===== src/source/lsu_pkg.sv =====
package lsu_pkg;

  // core word width
  localparam int XLEN = 64;

  typedef enum logic [1:0] {
    LSU_BYTE   = 2'd0,
    LSU_HALF   = 2'd1,
    LSU_WORD   = 2'd2,
    LSU_DOUBLE = 2'd3
  } lsu_width_e;

  typedef enum logic {
    LSU_LOAD  = 1'b0,
    LSU_STORE = 1'b1
  } lsu_op_e;

  // one memory-stage request
  typedef struct packed {
    lsu_op_e         op;
    lsu_width_e      width;
    logic            is_unsigned;
    logic [63:0]     addr;
    logic [XLEN-1:0] wdata;
    logic [4:0]      rd;
  } lsu_req_t;

  // completion report back to the core
  typedef struct packed {
    lsu_op_e         op;
    logic            err;
    logic            misalign;
    logic            wb_en;
    logic [4:0]      rd;
    logic [XLEN-1:0] rdata;
  } lsu_rsp_t;

  // bit 0 enable, bit 1 fault_on_misalign
  typedef struct packed {
    logic fault_on_misalign;
    logic enable;
  } lsu_ctrl_t;

  // single-cycle pulses toward the register block
  typedef struct packed {
    logic        load_done;
    logic        store_done;
    logic        bus_error;
    logic        misalign;
    logic [63:0] fault_addr;
  } lsu_event_t;

endpackage


===== src/source/axi_pkg.sv =====
package axi_pkg;

  // ==============================
  // response codes
  // ==============================
  typedef enum logic [1:0] {
    OKAY   = 2'b00,
    SLVERR = 2'b10
  } axi_resp_e;

  // ==============================
  // channel payloads
  // ==============================

  // shared by aw and ar
  typedef struct packed {
    logic [63:0] addr;
    logic [2:0]  prot;
  } axi_addr_t;

  typedef struct packed {
    logic [63:0] data;
    logic [7:0]  strb;
  } axi_w_t;

  typedef struct packed {
    logic [63:0] data;
    axi_resp_e   resp;
  } axi_r_t;

  // write response carries the code only
  typedef struct packed {
    axi_resp_e resp;
  } axi_b_t;

endpackage


===== src/source/axi_chan_buf.sv =====
`timescale 1ns/1ps

module axi_chan_buf #(
  parameter type payload_t = logic
) (
  input  logic     clk,
  input  logic     rst,
  input  logic     in_valid_i,
  output logic     in_ready_o,
  input  payload_t in_data_i,
  output logic     out_valid_o,
  input  logic     out_ready_i,
  output payload_t out_data_o
);

  logic     full_q;
  logic     full_d;
  logic     ready_q;
  payload_t data_q;

  // next occupancy, one entry only
  always_comb begin
    full_d = full_q;
    if (in_valid_i && in_ready_o) begin
      full_d = 1'b1;
    end else if (out_ready_i) begin
      full_d = 1'b0;
    end
  end

  // ready registered off the next occupancy, low while in reset
  always_ff @(posedge clk) begin
    if (rst) begin
      full_q  <= 1'b0;
      ready_q <= 1'b0;
    end else begin
      full_q  <= full_d;
      ready_q <= ~full_d;
    end
  end

  always_ff @(posedge clk) begin
    if (in_valid_i && in_ready_o) begin
      data_q <= in_data_i;
    end
  end

  assign in_ready_o  = ready_q;
  assign out_valid_o = full_q;
  assign out_data_o  = data_q;

  // held payload must not move under back-pressure
  a_hold_stable: assert property (@(posedge clk) disable iff (rst)
    out_valid_o && !out_ready_i |=> $stable(out_data_o))
    else $error("axi_chan_buf: payload changed while stalled");

endmodule


===== src/source/lsu_load_align.sv =====
`timescale 1ns/1ps

module lsu_load_align (
  input  logic [lsu_pkg::XLEN-1:0] rdata_i,
  input  logic [2:0]               offset_i,
  input  lsu_pkg::lsu_width_e      width_i,
  input  logic                     unsigned_i,
  output logic [lsu_pkg::XLEN-1:0] data_o
);

  import lsu_pkg::*;

  logic [XLEN-1:0] shifted;
  logic [XLEN-1:0] mask;
  logic            sign;

  always_comb begin
    // move the addressed byte down to lane 0
    shifted = rdata_i >> {offset_i, 3'b000};
    case (width_i)
      LSU_BYTE: begin
        mask = {{(XLEN-8){1'b0}}, 8'hff};
        sign = shifted[7];
      end
      LSU_HALF: begin
        mask = {{(XLEN-16){1'b0}}, 16'hffff};
        sign = shifted[15];
      end
      LSU_WORD: begin
        mask = {{(XLEN-32){1'b0}}, 32'hffff_ffff};
        sign = shifted[31];
      end
      default: begin
        mask = {XLEN{1'b1}};
        sign = shifted[XLEN-1];
      end
    endcase
    if (unsigned_i) begin
      sign = 1'b0;
    end
    // upper bits filled with the field's sign or zeros
    data_o = (shifted & mask) | ({XLEN{sign}} & ~mask);
  end

endmodule


===== src/source/lsu_store_align.sv =====
`timescale 1ns/1ps

module lsu_store_align (
  input  logic [lsu_pkg::XLEN-1:0] wdata_i,
  input  logic [2:0]               offset_i,
  input  lsu_pkg::lsu_width_e      width_i,
  output logic [lsu_pkg::XLEN-1:0] data_o,
  output logic [7:0]               strb_o,
  output logic                     misaligned_o
);

  import lsu_pkg::*;

  logic [7:0] strb_base;

  always_comb begin
    case (width_i)
      LSU_BYTE: begin
        strb_base    = 8'h01;
        misaligned_o = 1'b0;
      end
      LSU_HALF: begin
        strb_base    = 8'h03;
        misaligned_o = offset_i[0];
      end
      LSU_WORD: begin
        strb_base    = 8'h0f;
        misaligned_o = |offset_i[1:0];
      end
      default: begin
        strb_base    = 8'hff;
        misaligned_o = |offset_i;
      end
    endcase
    // lanes past the top of the beat fall off
    strb_o = strb_base << offset_i;
    data_o = wdata_i << {offset_i, 3'b000};
  end

endmodule


===== src/source/lsu_engine.sv =====
`timescale 1ns/1ps

module lsu_engine #(
  parameter int ADDR_W = 32
) (
  input  logic                clk,
  input  logic                rst,
  input  logic                req_valid_i,
  output logic                req_ready_o,
  input  lsu_pkg::lsu_req_t   req_i,
  output logic                rsp_valid_o,
  output lsu_pkg::lsu_rsp_t   rsp_o,
  input  lsu_pkg::lsu_ctrl_t  ctrl_i,
  output lsu_pkg::lsu_event_t event_o,
  output logic                aw_valid_o,
  input  logic                aw_ready_i,
  output axi_pkg::axi_addr_t  aw_o,
  output logic                w_valid_o,
  input  logic                w_ready_i,
  output axi_pkg::axi_w_t     w_o,
  input  logic                b_valid_i,
  output logic                b_ready_o,
  input  axi_pkg::axi_b_t     b_i,
  output logic                ar_valid_o,
  input  logic                ar_ready_i,
  output axi_pkg::axi_addr_t  ar_o,
  input  logic                r_valid_i,
  output logic                r_ready_o,
  input  axi_pkg::axi_r_t     r_i
);

  import lsu_pkg::*;
  import axi_pkg::*;

  typedef enum logic [2:0] {
    S_IDLE, S_AW, S_W, S_B, S_AR, S_R, S_RSP
  } state_e;

  state_e          state_q;
  state_e          state_d;
  lsu_req_t        req_q;
  axi_w_t          w_q;
  logic            err_q;
  logic            mis_q;
  logic [XLEN-1:0] rdata_q;
  logic            accept;
  logic            fault;
  logic [XLEN-1:0] st_data;
  logic [7:0]      st_strb;
  logic            st_misaligned;
  logic [XLEN-1:0] ld_data;
  logic [63:0]     bus_addr;

  // ==============================
  // alignment
  // ==============================
  // request side, so the fault decision is ready at accept
  lsu_store_align u_store_align (
    .wdata_i(req_i.wdata), .offset_i(req_i.addr[2:0]), .width_i(req_i.width),
    .data_o(st_data), .strb_o(st_strb), .misaligned_o(st_misaligned)
  );

  lsu_load_align u_load_align (
    .rdata_i(r_i.data), .offset_i(req_q.addr[2:0]), .width_i(req_q.width),
    .unsigned_i(req_q.is_unsigned), .data_o(ld_data)
  );

  assign accept = req_valid_i && req_ready_o;
  assign fault  = st_misaligned && ctrl_i.fault_on_misalign;

  // ==============================
  // state machine
  // ==============================
  always_comb begin
    state_d = state_q;
    case (state_q)
      S_IDLE: begin
        if (accept) begin
          if (fault) begin
            state_d = S_RSP;
          end else if (req_i.op == LSU_STORE) begin
            state_d = S_AW;
          end else begin
            state_d = S_AR;
          end
        end
      end
      S_AW:  if (aw_ready_i) state_d = S_W;
      S_W:   if (w_ready_i) state_d = S_B;
      S_B:   if (b_valid_i) state_d = S_RSP;
      S_AR:  if (ar_ready_i) state_d = S_R;
      S_R:   if (r_valid_i) state_d = S_RSP;
      default: state_d = S_IDLE;
    endcase
  end

  always_ff @(posedge clk) begin
    if (rst) begin
      state_q <= S_IDLE;
    end else begin
      state_q <= state_d;
    end
  end

  // latched request and response payload
  always_ff @(posedge clk) begin
    if (accept) begin
      req_q      <= req_i;
      w_q.data   <= st_data;
      w_q.strb   <= st_strb;
      err_q      <= fault;
      mis_q      <= fault;
      rdata_q    <= '0;
    end
    if (state_q == S_B && b_valid_i) begin
      err_q <= (b_i.resp != OKAY);
    end
    if (state_q == S_R && r_valid_i) begin
      err_q   <= (r_i.resp != OKAY);
      rdata_q <= ld_data;
    end
  end

  // ==============================
  // outputs
  // ==============================
  assign req_ready_o = (state_q == S_IDLE) && ctrl_i.enable;
  assign bus_addr    = 64'(req_q.addr[ADDR_W-1:0]);

  assign aw_valid_o = (state_q == S_AW);
  assign aw_o       = '{addr: bus_addr, prot: 3'b000};
  assign w_valid_o  = (state_q == S_W);
  assign w_o        = w_q;
  assign b_ready_o  = (state_q == S_B);
  assign ar_valid_o = (state_q == S_AR);
  assign ar_o       = '{addr: bus_addr, prot: 3'b000};
  assign r_ready_o  = (state_q == S_R);

  assign rsp_valid_o = (state_q == S_RSP);
  assign rsp_o = '{
    op:       req_q.op,
    err:      err_q,
    misalign: mis_q,
    wb_en:    (req_q.op == LSU_LOAD) && !err_q,
    rd:       req_q.rd,
    rdata:    rdata_q
  };

  // pulses ride on the response cycle
  always_comb begin
    event_o            = '0;
    event_o.load_done  = rsp_valid_o && (req_q.op == LSU_LOAD);
    event_o.store_done = rsp_valid_o && (req_q.op == LSU_STORE);
    event_o.bus_error  = rsp_valid_o && err_q && !mis_q;
    event_o.misalign   = rsp_valid_o && mis_q;
    event_o.fault_addr = bus_addr;
  end

  a_rsp_single: assert property (@(posedge clk) disable iff (rst)
    rsp_valid_o |=> !rsp_valid_o)
    else $error("lsu_engine: back-to-back responses");

  a_one_addr: assert property (@(posedge clk) disable iff (rst)
    !(aw_valid_o && ar_valid_o))
    else $error("lsu_engine: aw and ar valid together");

endmodule


===== src/source/lsu_csr.sv =====
`timescale 1ns/1ps

module lsu_csr (
  input  logic                clk,
  input  logic                rst,
  input  logic                psel_i,
  input  logic                penable_i,
  input  logic                pwrite_i,
  input  logic [7:0]          paddr_i,
  input  logic [31:0]         pwdata_i,
  output logic [31:0]         prdata_o,
  output logic                pready_o,
  output logic                pslverr_o,
  output lsu_pkg::lsu_ctrl_t  ctrl_o,
  input  lsu_pkg::lsu_event_t event_i
);

  import lsu_pkg::*;

  // ==============================
  // register map
  // ==============================
  localparam logic [7:0] ADDR_CTRL   = 8'h00;
  localparam logic [7:0] ADDR_LOADS  = 8'h04;
  localparam logic [7:0] ADDR_STORES = 8'h08;
  localparam logic [7:0] ADDR_ERRORS = 8'h0c;
  localparam logic [7:0] ADDR_FLT_LO = 8'h10;
  localparam logic [7:0] ADDR_FLT_HI = 8'h14;

  lsu_ctrl_t   ctrl_q;
  logic [31:0] load_cnt_q;
  logic [31:0] store_cnt_q;
  logic [31:0] err_cnt_q;
  logic [63:0] fault_addr_q;
  logic        access;
  logic        wr;
  logic        mapped;

  // access phase of the two-phase transfer
  assign access = psel_i && penable_i;
  assign wr     = access && pwrite_i;

  always_ff @(posedge clk) begin
    if (rst) begin
      ctrl_q       <= '0;
      load_cnt_q   <= '0;
      store_cnt_q  <= '0;
      err_cnt_q    <= '0;
      fault_addr_q <= '0;
    end else begin
      if (wr && paddr_i == ADDR_CTRL) begin
        ctrl_q <= lsu_ctrl_t'(pwdata_i[1:0]);
      end
      // counters clear on a write, else count events
      if (wr && paddr_i == ADDR_LOADS) begin
        load_cnt_q <= '0;
      end else if (event_i.load_done) begin
        load_cnt_q <= load_cnt_q + 32'd1;
      end
      if (wr && paddr_i == ADDR_STORES) begin
        store_cnt_q <= '0;
      end else if (event_i.store_done) begin
        store_cnt_q <= store_cnt_q + 32'd1;
      end
      if (wr && paddr_i == ADDR_ERRORS) begin
        err_cnt_q <= '0;
      end else if (event_i.bus_error || event_i.misalign) begin
        err_cnt_q <= err_cnt_q + 32'd1;
      end
      if (event_i.bus_error || event_i.misalign) begin
        fault_addr_q <= event_i.fault_addr;
      end
    end
  end

  // read mux
  always_comb begin
    mapped   = 1'b1;
    prdata_o = '0;
    case (paddr_i)
      ADDR_CTRL:   prdata_o = 32'(ctrl_q);
      ADDR_LOADS:  prdata_o = load_cnt_q;
      ADDR_STORES: prdata_o = store_cnt_q;
      ADDR_ERRORS: prdata_o = err_cnt_q;
      ADDR_FLT_LO: prdata_o = fault_addr_q[31:0];
      ADDR_FLT_HI: prdata_o = fault_addr_q[63:32];
      default:     mapped = 1'b0;
    endcase
  end

  assign pready_o  = 1'b1;
  assign pslverr_o = access && !mapped;
  assign ctrl_o    = ctrl_q;

endmodule


===== src/source/lsu_top.sv =====
`timescale 1ns/1ps

module lsu_top #(
  parameter int ADDR_W = 32
) (
  input  logic               clk,
  input  logic               rst,
  // core side
  input  logic               req_valid_i,
  output logic               req_ready_o,
  input  lsu_pkg::lsu_req_t  req_i,
  output logic               rsp_valid_o,
  output lsu_pkg::lsu_rsp_t  rsp_o,
  // bus side
  output logic               aw_valid_o,
  input  logic               aw_ready_i,
  output axi_pkg::axi_addr_t aw_o,
  output logic               w_valid_o,
  input  logic               w_ready_i,
  output axi_pkg::axi_w_t    w_o,
  input  logic               b_valid_i,
  output logic               b_ready_o,
  input  axi_pkg::axi_b_t    b_i,
  output logic               ar_valid_o,
  input  logic               ar_ready_i,
  output axi_pkg::axi_addr_t ar_o,
  input  logic               r_valid_i,
  output logic               r_ready_o,
  input  axi_pkg::axi_r_t    r_i,
  // apb register port
  input  logic               psel_i,
  input  logic               penable_i,
  input  logic               pwrite_i,
  input  logic [7:0]         paddr_i,
  input  logic [31:0]        pwdata_i,
  output logic [31:0]        prdata_o,
  output logic               pready_o,
  output logic               pslverr_o
);

  import lsu_pkg::*;
  import axi_pkg::*;

  lsu_ctrl_t  ctrl;
  lsu_event_t evt;

  // engine side of the channel buffers
  logic      e_aw_valid, e_aw_ready, e_w_valid, e_w_ready, e_b_valid, e_b_ready;
  logic      e_ar_valid, e_ar_ready, e_r_valid, e_r_ready;
  axi_addr_t e_aw, e_ar;
  axi_w_t    e_w;
  axi_b_t    e_b;
  axi_r_t    e_r;

  lsu_engine #(.ADDR_W(ADDR_W)) u_engine (
    .clk(clk), .rst(rst),
    .req_valid_i(req_valid_i), .req_ready_o(req_ready_o), .req_i(req_i),
    .rsp_valid_o(rsp_valid_o), .rsp_o(rsp_o), .ctrl_i(ctrl), .event_o(evt),
    .aw_valid_o(e_aw_valid), .aw_ready_i(e_aw_ready), .aw_o(e_aw),
    .w_valid_o(e_w_valid), .w_ready_i(e_w_ready), .w_o(e_w),
    .b_valid_i(e_b_valid), .b_ready_o(e_b_ready), .b_i(e_b),
    .ar_valid_o(e_ar_valid), .ar_ready_i(e_ar_ready), .ar_o(e_ar),
    .r_valid_i(e_r_valid), .r_ready_o(e_r_ready), .r_i(e_r)
  );

  lsu_csr u_csr (
    .clk(clk), .rst(rst), .psel_i(psel_i), .penable_i(penable_i),
    .pwrite_i(pwrite_i), .paddr_i(paddr_i), .pwdata_i(pwdata_i),
    .prdata_o(prdata_o), .pready_o(pready_o), .pslverr_o(pslverr_o),
    .ctrl_o(ctrl), .event_i(evt)
  );

  // ==============================
  // channel buffers
  // ==============================
  axi_chan_buf #(.payload_t(axi_addr_t)) u_aw_buf (
    .clk(clk), .rst(rst),
    .in_valid_i(e_aw_valid), .in_ready_o(e_aw_ready), .in_data_i(e_aw),
    .out_valid_o(aw_valid_o), .out_ready_i(aw_ready_i), .out_data_o(aw_o)
  );

  axi_chan_buf #(.payload_t(axi_w_t)) u_w_buf (
    .clk(clk), .rst(rst),
    .in_valid_i(e_w_valid), .in_ready_o(e_w_ready), .in_data_i(e_w),
    .out_valid_o(w_valid_o), .out_ready_i(w_ready_i), .out_data_o(w_o)
  );

  // response channels run bus to engine
  axi_chan_buf #(.payload_t(axi_b_t)) u_b_buf (
    .clk(clk), .rst(rst),
    .in_valid_i(b_valid_i), .in_ready_o(b_ready_o), .in_data_i(b_i),
    .out_valid_o(e_b_valid), .out_ready_i(e_b_ready), .out_data_o(e_b)
  );

  axi_chan_buf #(.payload_t(axi_addr_t)) u_ar_buf (
    .clk(clk), .rst(rst),
    .in_valid_i(e_ar_valid), .in_ready_o(e_ar_ready), .in_data_i(e_ar),
    .out_valid_o(ar_valid_o), .out_ready_i(ar_ready_i), .out_data_o(ar_o)
  );

  axi_chan_buf #(.payload_t(axi_r_t)) u_r_buf (
    .clk(clk), .rst(rst),
    .in_valid_i(r_valid_i), .in_ready_o(r_ready_o), .in_data_i(r_i),
    .out_valid_o(e_r_valid), .out_ready_i(e_r_ready), .out_data_o(e_r)
  );

endmodule


===== config.mk =====
export PLATFORM = sky130hd
export DESIGN_NAME = lsu_top
export DESIGN_NICKNAME = d
export VERILOG_FILES = /design/src/source/lsu_pkg.sv /design/src/source/axi_pkg.sv /design/src/source/axi_chan_buf.sv /design/src/source/lsu_load_align.sv /design/src/source/lsu_store_align.sv /design/src/source/lsu_engine.sv /design/src/source/lsu_csr.sv /design/src/source/lsu_top.sv
export SDC_FILE = /design/constraint.sdc
export NUM_CORES = 1
export LEC_CHECK = 0
export ABC_AREA = 1
export BUFFER_PORTS_ARGS = -buffer_cell sky130_fd_sc_hd__buf_2
export CORE_MARGIN = 3
export CORE_UTILIZATION = 35
export CTS_CLUSTER_DIAMETER = 40
export DETAILED_ROUTE_END_ITERATION = 10
export SYNTH_ARGS = -nofsm -noshare
export SYNTH_HDL_FRONTEND = slang
export SYNTH_SLANG_ARGS = --single-unit
export TNS_END_PERCENT = 100

===== constraint.sdc =====
create_clock -name clk -period 4.3 [get_ports clk]
set_input_delay 0.215 -clock clk [delete_from_list [all_inputs] [get_ports clk]]
set_output_delay 0.215 -clock clk [all_outputs]
set_load 0.02 [all_outputs]

==> results of run 1 <==
==> sequential cells by signal (all words and copies together), names as in the netlist, 32 cells and up <==
| register | count |
|---|---|
| u_r_buf.out_data_o | 66 |
| u_ar_buf.out_data_o | 32 |
| u_csr.err_cnt_q | 32 |
| u_engine.ar_o | 32 |
| u_csr.fault_addr_q | 32 |
| u_engine.w_o | 72 |
| u_csr.store_cnt_q | 32 |
| u_aw_buf.out_data_o | 32 |
| u_w_buf.out_data_o | 72 |
| u_engine.rdata_q | 64 |
| u_csr.load_cnt_q | 32 |
==> area by class of cell <==
| class | instances | area [um2] | share of cell area [%] |
|---|---|---|---|
| flip-flops and latches | 526 | 14400 | 46.2 |
| multi-input cells | 1681 | 8060 | 25.9 |
| repair buffers | 603 | 3750 | 12.1 |
| clock buffers | 102 | 2290 | 7.38 |
| well taps | 873 | 1090 | 3.51 |
| clock inverters | 63 | 773 | 2.49 |
| inverters | 197 | 744 | 2.39 |
| diodes | 7 | 17.5 | 0.0563 |
==> critical path, stage by stage <==
cell and delay, ns:
dlygate4sd3_1 0.52, buf_2 0.29, buf_4 0.65, mux2i_1 0.32, dlygate4sd3_1 0.59, nand2_1 0.05, nand3_1 0.09, dlygate4sd3_1 0.59
o21ai_0 0.08
==> where the power goes <==
group / internal [mW] / switching [mW] / leakage [nW]
combinational: 0.287 / 0.572 / 5.85
clock: 4.56 / 2.64 / 1.48
sequential: 5.55 / 0.0462 / 4.71
==> per-stage QoR <==
stage | hold WS, ns | setup WS [ns] | util, % | instance area, um2
6_report | 0.0608 | 1.18 | 46.1 | 31100
3_3_place_gp | 0.392 | 1.66 | 39.6 | 26700
3_5_place_dp | 0.393 | 1.61 | 39.6 | 26700
2_1_floorplan | 0.284 | 0.0444 | - | 24200
4_1_cts | 0.0107 | 1.39 | 46.0 | 31100
5_1_grt | 0.0568 | 1.10 | 46.0 | 31100
==> layer usage <==
layer  GRT usage, %  part of all wire [%]  wire [um]  up-vias
met3           6.66                    10       8090      176
met5              0                 0.022         18        -
li1               -                     -          -     9655
met4           8.86                   3.9       3130        4
met2           34.6                    46      36900      942
met1           28.6                    41      32900     9416
==> logic make-up after synthesis <==
kind of cell,count (synthesis)
other cells,2
xor+xnor,40
fa+ha+maj,3
compound gates,428
mux,28
buf+inv,400
simple gates,1111
flops,526
==> final timing paths <==
check / startpoint / slack [ns] / end
hold reg to reg: u_engine.w_o[65]$_DFFE_PP_ / 0.41 / u_w_buf.out_data_o[65]$_DFFE_PP_
setup reg to reg: u_engine.ar_o[3]$_DFFE_PP_ / 1.47 / u_engine.rdata_q[27]$_SDFFCE_PN0P_
hold / removal: req_i[45] / 0.06 / u_engine.w_o[56]$_DFFE_PP_
setup / recovery: req_i[69] / 1.18 / u_engine.w_o[69]$_DFFE_PP_
==> cells in the final DEF, fill, tap and decap left out, types with 28 or more instances in the layout <==
cell / synthesis / layout
a21oi_1: 154 / 154
buf_2: 22 / 442
buf_4: 80 / 33
clkbuf_16: 0 / 88
conb_1: 2 / 71
dfxtp_1: 143 / 143
dlygate4sd3_1: 0 / 127
edfxtp_1: 383 / 383
inv_1: 190 / 188
mux2i_1: 28 / 28
nand2_1: 564 / 563
nand3_1: 165 / 165
nor2_1: 277 / 273
nor3_1: 36 / 35
o211ai_1: 34 / 34
o21ai_0: 182 / 181
xor2_1: 30 / 30
==> impl_metrics.py, run 1 <==
metrics = {
    "run_status": {
        "status": "finished clean",
    },
    "cells_and_area": {
        "drive_gt1_share_pct": 21.3,
        "nFillCells": 6388,
        "final_cells": 4052,
        "num-nets-final": 3356,
        "area_growth_pct": 29.8,
    },
    "synthesis": {
        "yosys.area_share.simple_pct": 19.6,
        "synth_area_leaders": "edfxtp_1, dfxtp_1, nand2_1",
        "synth-main-ff-cell": "edfxtp_1",
        "synth_fa_ha_area_share_pct": 0.157,
        "synthCells": 2538,
        "ys_warn_count": 0,
        "synth_top_area_cell": "edfxtp_1",
        "synthMuxAreaShare_pct": 1.17,
        "synth_area_um2": 23900,
        "synth.distinct_cells": 51,
        "async_flop_share_pct": 0,
        "synth_top_family_by_area": "simple AND/OR/NAND/NOR gates",
        "synth_area_per_cell_um2": 9.44,
        "synth_edf_count": 383,
        "synth_xor_area_share_pct": 1.46,
        "ys_seq_area_share_pct": 60.0,
        "netlist.area_leader.share_pct": 48.0,
        "ys_ff_latch": 526,
        "synth_compound_area_share_pct": 9.96,
        "synthTopCellsByCount": "nand2_1, edfxtp_1, nor2_1",
        "synth_most_common_cell": "nand2_1",
    },
    "pwr": {
        "total_power_mw": 13.7,
        "leakage_nw": 12.0,
        "ir_worst_vdd_uv": 323,
        "p_per_area_nw_per_um2": 439,
    },
    "clock_network": {
        "cts_hold_buf": 127,
        "post_cts_buffers": 0,
        "clk_latency_ns": 0.63,
        "clockBufferDepth": 3,
        "cts_inserted_buffers": 88,
        "cts_resized": 0,
        "cts_sinks": 526,
        "cts_tree": "done",
        "cts_max_level": 3,
        "path_clk_slew_ns": 0.05,
        "clock-root-buffer": "clkbuf_16",
    },
    "setup_path": {
        "start_kind": "input port",
        "cp-end-kind": "flop",
        "crit_required_ns": 4.64,
        "path_max_fanout": 67,
        "path_class": "input port to flop",
        "crit_arrival_ns": 3.46,
        "worstRegToRegCells": 6,
    },
    "run": {
        "maxCapViolCount": 0,
    },
    "sta": {
        "setup_viol": 0,
        "final_max_slew_viol_count": 0,
        "setup_tns_ns": 0,
        "fmax_mhz": 320,
        "rsz0062_at_grt": "no",
        "worst_pin_slew_ns": 1.08,
        "fin_crit_sh_pct": 72.6,
        "period_minus_slack_ns": 3.12,
        "hold_viol": 0,
        "skew_ns": 0.0323,
        "slew_headroom_pct": 28.0,
    },
    "drt": {
        "routedWlPerCell_um": 20.0,
        "vias": 20200,
        "drtAntennaViolNets": 0,
        "drt_iter0_drc": 1916,
        "dr.pass1.iters": 7,
        "viasPerCell": 4.98,
        "finalWirelength_um": 81100,
        "drcViolationCount": 0,
    },
    "placed_design": {
        "hpwl_um": 58200,
        "place.gp.congestion": 0.938,
        "port_buffers": 442,
        "dp_cells": 3753,
    },
    "floorplanning": {
        "pin_count": 576,
        "die_x_um": 268,
        "start_util_pct": 35.5,
        "row_count": 95,
        "die_h_um": 268,
        "die_area_um2": 71600,
        "coreArea_um2": 67500,
    },
    "global_route": {
        "overflow": 0,
        "grt_max_degree": 75,
        "track_usage_pct": 22.1,
        "grt_pass1_vias": 19100,
        "antenna_found_initial": 11,
        "grt_pass1_wl_um": 119000,
    },
    "hold_path": {
        "hold_depth": 5,
        "hold_path.class": "input port to flop",
    },
}
Note: power is estimated with default switching activity, not from simulation.
==> inputs of run 2 (changes only) <==
clock period = 2.95 ns   (was 4.3 ns; I/O delays follow)
==> run 2 against run 1 <==
Against the previous run:
- setup slack lost 0.91 ns
- global-route usage increased by 0.067 points
- clock power up 51%
- hold slack worse by 0.020 ns
- utilization rose by 1.1 points
- critical path depth unchanged
- total power rose by 49%
- largest cell class unchanged
==> impl_metrics.py, run 2 (synthesized netlist as in run 1, its figures left out) <==
metrics = {
    "floorplanning": {
        "die_h_um": 268,
        "coreArea_um2": 67500,
        "row_count": 95,
        "pin_count": 576,
        "die_area_um2": 71600,
        "die_x_um": 268,
        "start_util_pct": 35.5,
    },
    "drt": {
        "drtAntennaViolNets": 0,
        "dr.pass1.iters": 6,
        "drcViolationCount": 0,
        "finalWirelength_um": 81400,
        "drt_iter0_drc": 1774,
        "vias": 20300,
        "viasPerCell": 4.93,
        "routedWlPerCell_um": 19.8,
    },
    "global_route": {
        "grt_pass1_vias": 19100,
        "overflow": 0,
        "track_usage_pct": 22.1,
        "antenna_found_initial": 13,
        "grt_max_degree": 78,
        "grt_pass1_wl_um": 119000,
    },
    "setup_path": {
        "max_stage_delay_ns": 0.59,
        "crit_arrival_ns": 3.05,
        "crit_chain": "dlygate4sd3_1, buf_2, inv_1, buf_4, nand3_1, dlygate4sd3_1, nand3_1, dlygate4sd3_1, o21ai_0",
        "path_class": "input port to flop",
        "path_max_fanout": 55,
        "cp-end-kind": "flop",
        "timing.rr.start": "u_engine.ar_o[3]$_DFFE_PP_",
        "crit_family": "buffers and inverters",
        "crit_required_ns": 3.31,
        "worstRegToRegCells": 10,
        "cp.buffers_inverters": 6,
        "path_common_cell": "dlygate4sd3_1",
        "r2r_slack_ns": 0.57,
        "start_kind": "input port",
        "r2r_end": "u_engine.rdata_q[17]$_SDFFCE_PN0P_",
        "cp_slowest_cell": "dlygate4sd3_1",
    },
    "pwr": {
        "leakage_nw": 12.3,
        "p_per_area_nw_per_um2": 639,
        "ir_worst_vdd_uv": 353,
        "total_power_mw": 20.4,
    },
    "cells_and_area": {
        "drive_gt1_share_pct": 21.7,
        "fin_area_um2": 31900,
        "nFillCells": 6472,
        "area_growth_pct": 33.0,
        "multi_input_area_um2": 8080,
        "final_common_cell": "nand2_1",
        "seq_area_um2": 14400,
        "mostFrequentLayoutCells": "nand2_1, buf_2, edfxtp_1",
        "num-nets-final": 3410,
    },
    "run_status": {
        "status": "finished clean",
    },
    "clock_network": {
        "clk_latency_ns": 0.64,
        "cts_max_level": 3,
        "cts_tree": "done",
        "path_clk_slew_ns": 0.05,
        "clock-root-buffer": "clkbuf_16",
        "cts_sinks": 526,
        "clockBufferDepth": 3,
        "cts_inserted_buffers": 91,
    },
    "sta": {
        "setup_tns_ns": 0,
        "final_max_slew_viol_count": 0,
        "fmax_mhz": 372,
        "period_minus_slack_ns": 2.68,
        "rsz0062_at_grt": "no",
        "fin_crit_sh_pct": 91.0,
        "slew_headroom_pct": 47.0,
        "worst_pin_slew_ns": 0.795,
        "skew_ns": 0.0291,
        "setup_viol": 0,
        "hold_viol": 0,
    },
    "placed_design": {
        "dpl-instance-area_um2": 27000,
        "port_buffers": 442,
        "place.gp.congestion": 0.938,
        "hpwl_um": 59300,
    },
    "hold_path": {
        "hold_path.class": "input port to flop",
        "hp-start": "req_i[53]",
        "min_to": "u_engine.w_o[64]$_DFFE_PP_",
        "hold_depth": 5,
    },
    "run": {
        "maxCapViolCount": 0,
    },
}
[run 2: worst max-delay path by stage]
stage | startpoint | end | slack [ns] | cells after the start
2_1_floorplan | u_engine.state_q[2]$_SDFFE_PP0P_ | u_engine.state_q[1]$_SDFFE_PP0P_ | -0.09 | 10
3_5_place_dp | u_engine.ar_o[3]$_DFFE_PP_ | u_engine.rdata_q[17]$_SDFFCE_PN0P_ | 0.61 | 9
6_report | req_i[70] | u_engine.w_o[60]$_DFFE_PP_ | 0.27 | 9
3_3_place_gp | u_engine.ar_o[3]$_DFFE_PP_ | u_engine.rdata_q[22]$_SDFFCE_PN0P_ | 0.62 | 9
4_1_cts | req_i[70] | u_engine.w_o[70]$_DFFE_PP_ | 0.39 | 9
5_1_grt | req_i[70] | u_engine.w_o[58]$_DFFE_PP_ | 0.16 | 9
[run 2: final cells by class]
type	count	area share, %
well taps	873	3.43
clock inverters	70	2.64
repair buffers	654	13.7
flip-flops and latches	526	45.1
multi-input cells	1681	25.4
diodes	9	0.0707
clock buffers	101	7.39
inverters	197	2.34
[run 2: layer usage]
metal,GRT usage [%],routed length (um),up-vias
met2,34.3,37000,829
met5,0,27,-
met3,6.45,6970,160
li1,-,-,9781
met4,8.18,2910,4
met1,29.5,34500,9489
[run 2: power by group]
group | internal [mW] | switching, mW
Clock | 6.87 | 3.99
Sequential | 8.08 | 0.0723
Combinational | 0.482 | 0.860
[run 2: timing repair]
| item | in CTS | in global routing |
|---|---|---|
| setup buffers | 0 | 0 |
| hold buffers | 168 | 0 |
| hold endpoints to repair | 161 | 0 |
| resized for setup | 0 | 0 |
[run 2: worst min-delay path, delay by kind of cell]
kind	cells	cell delay [ns]
AOI/OAI and AO/OA	1	0.10
buffers and inverters	1	0.10
and+or+nand+nor	3	0.20
[run 2: stage by stage]
stage	util, %	setup WS (ns)	instances	hold slack (ns)
finish	47.2	0.265	4111	0.0406
global route	47.2	0.158	4107	0.0222
CTS	47.2	0.385	4102	0.00755
detailed placement	39.9	0.614	3763	0.326
global placement	39.9	0.619	3763	0.324
floorplan	-	-0.0899	2607	0.207
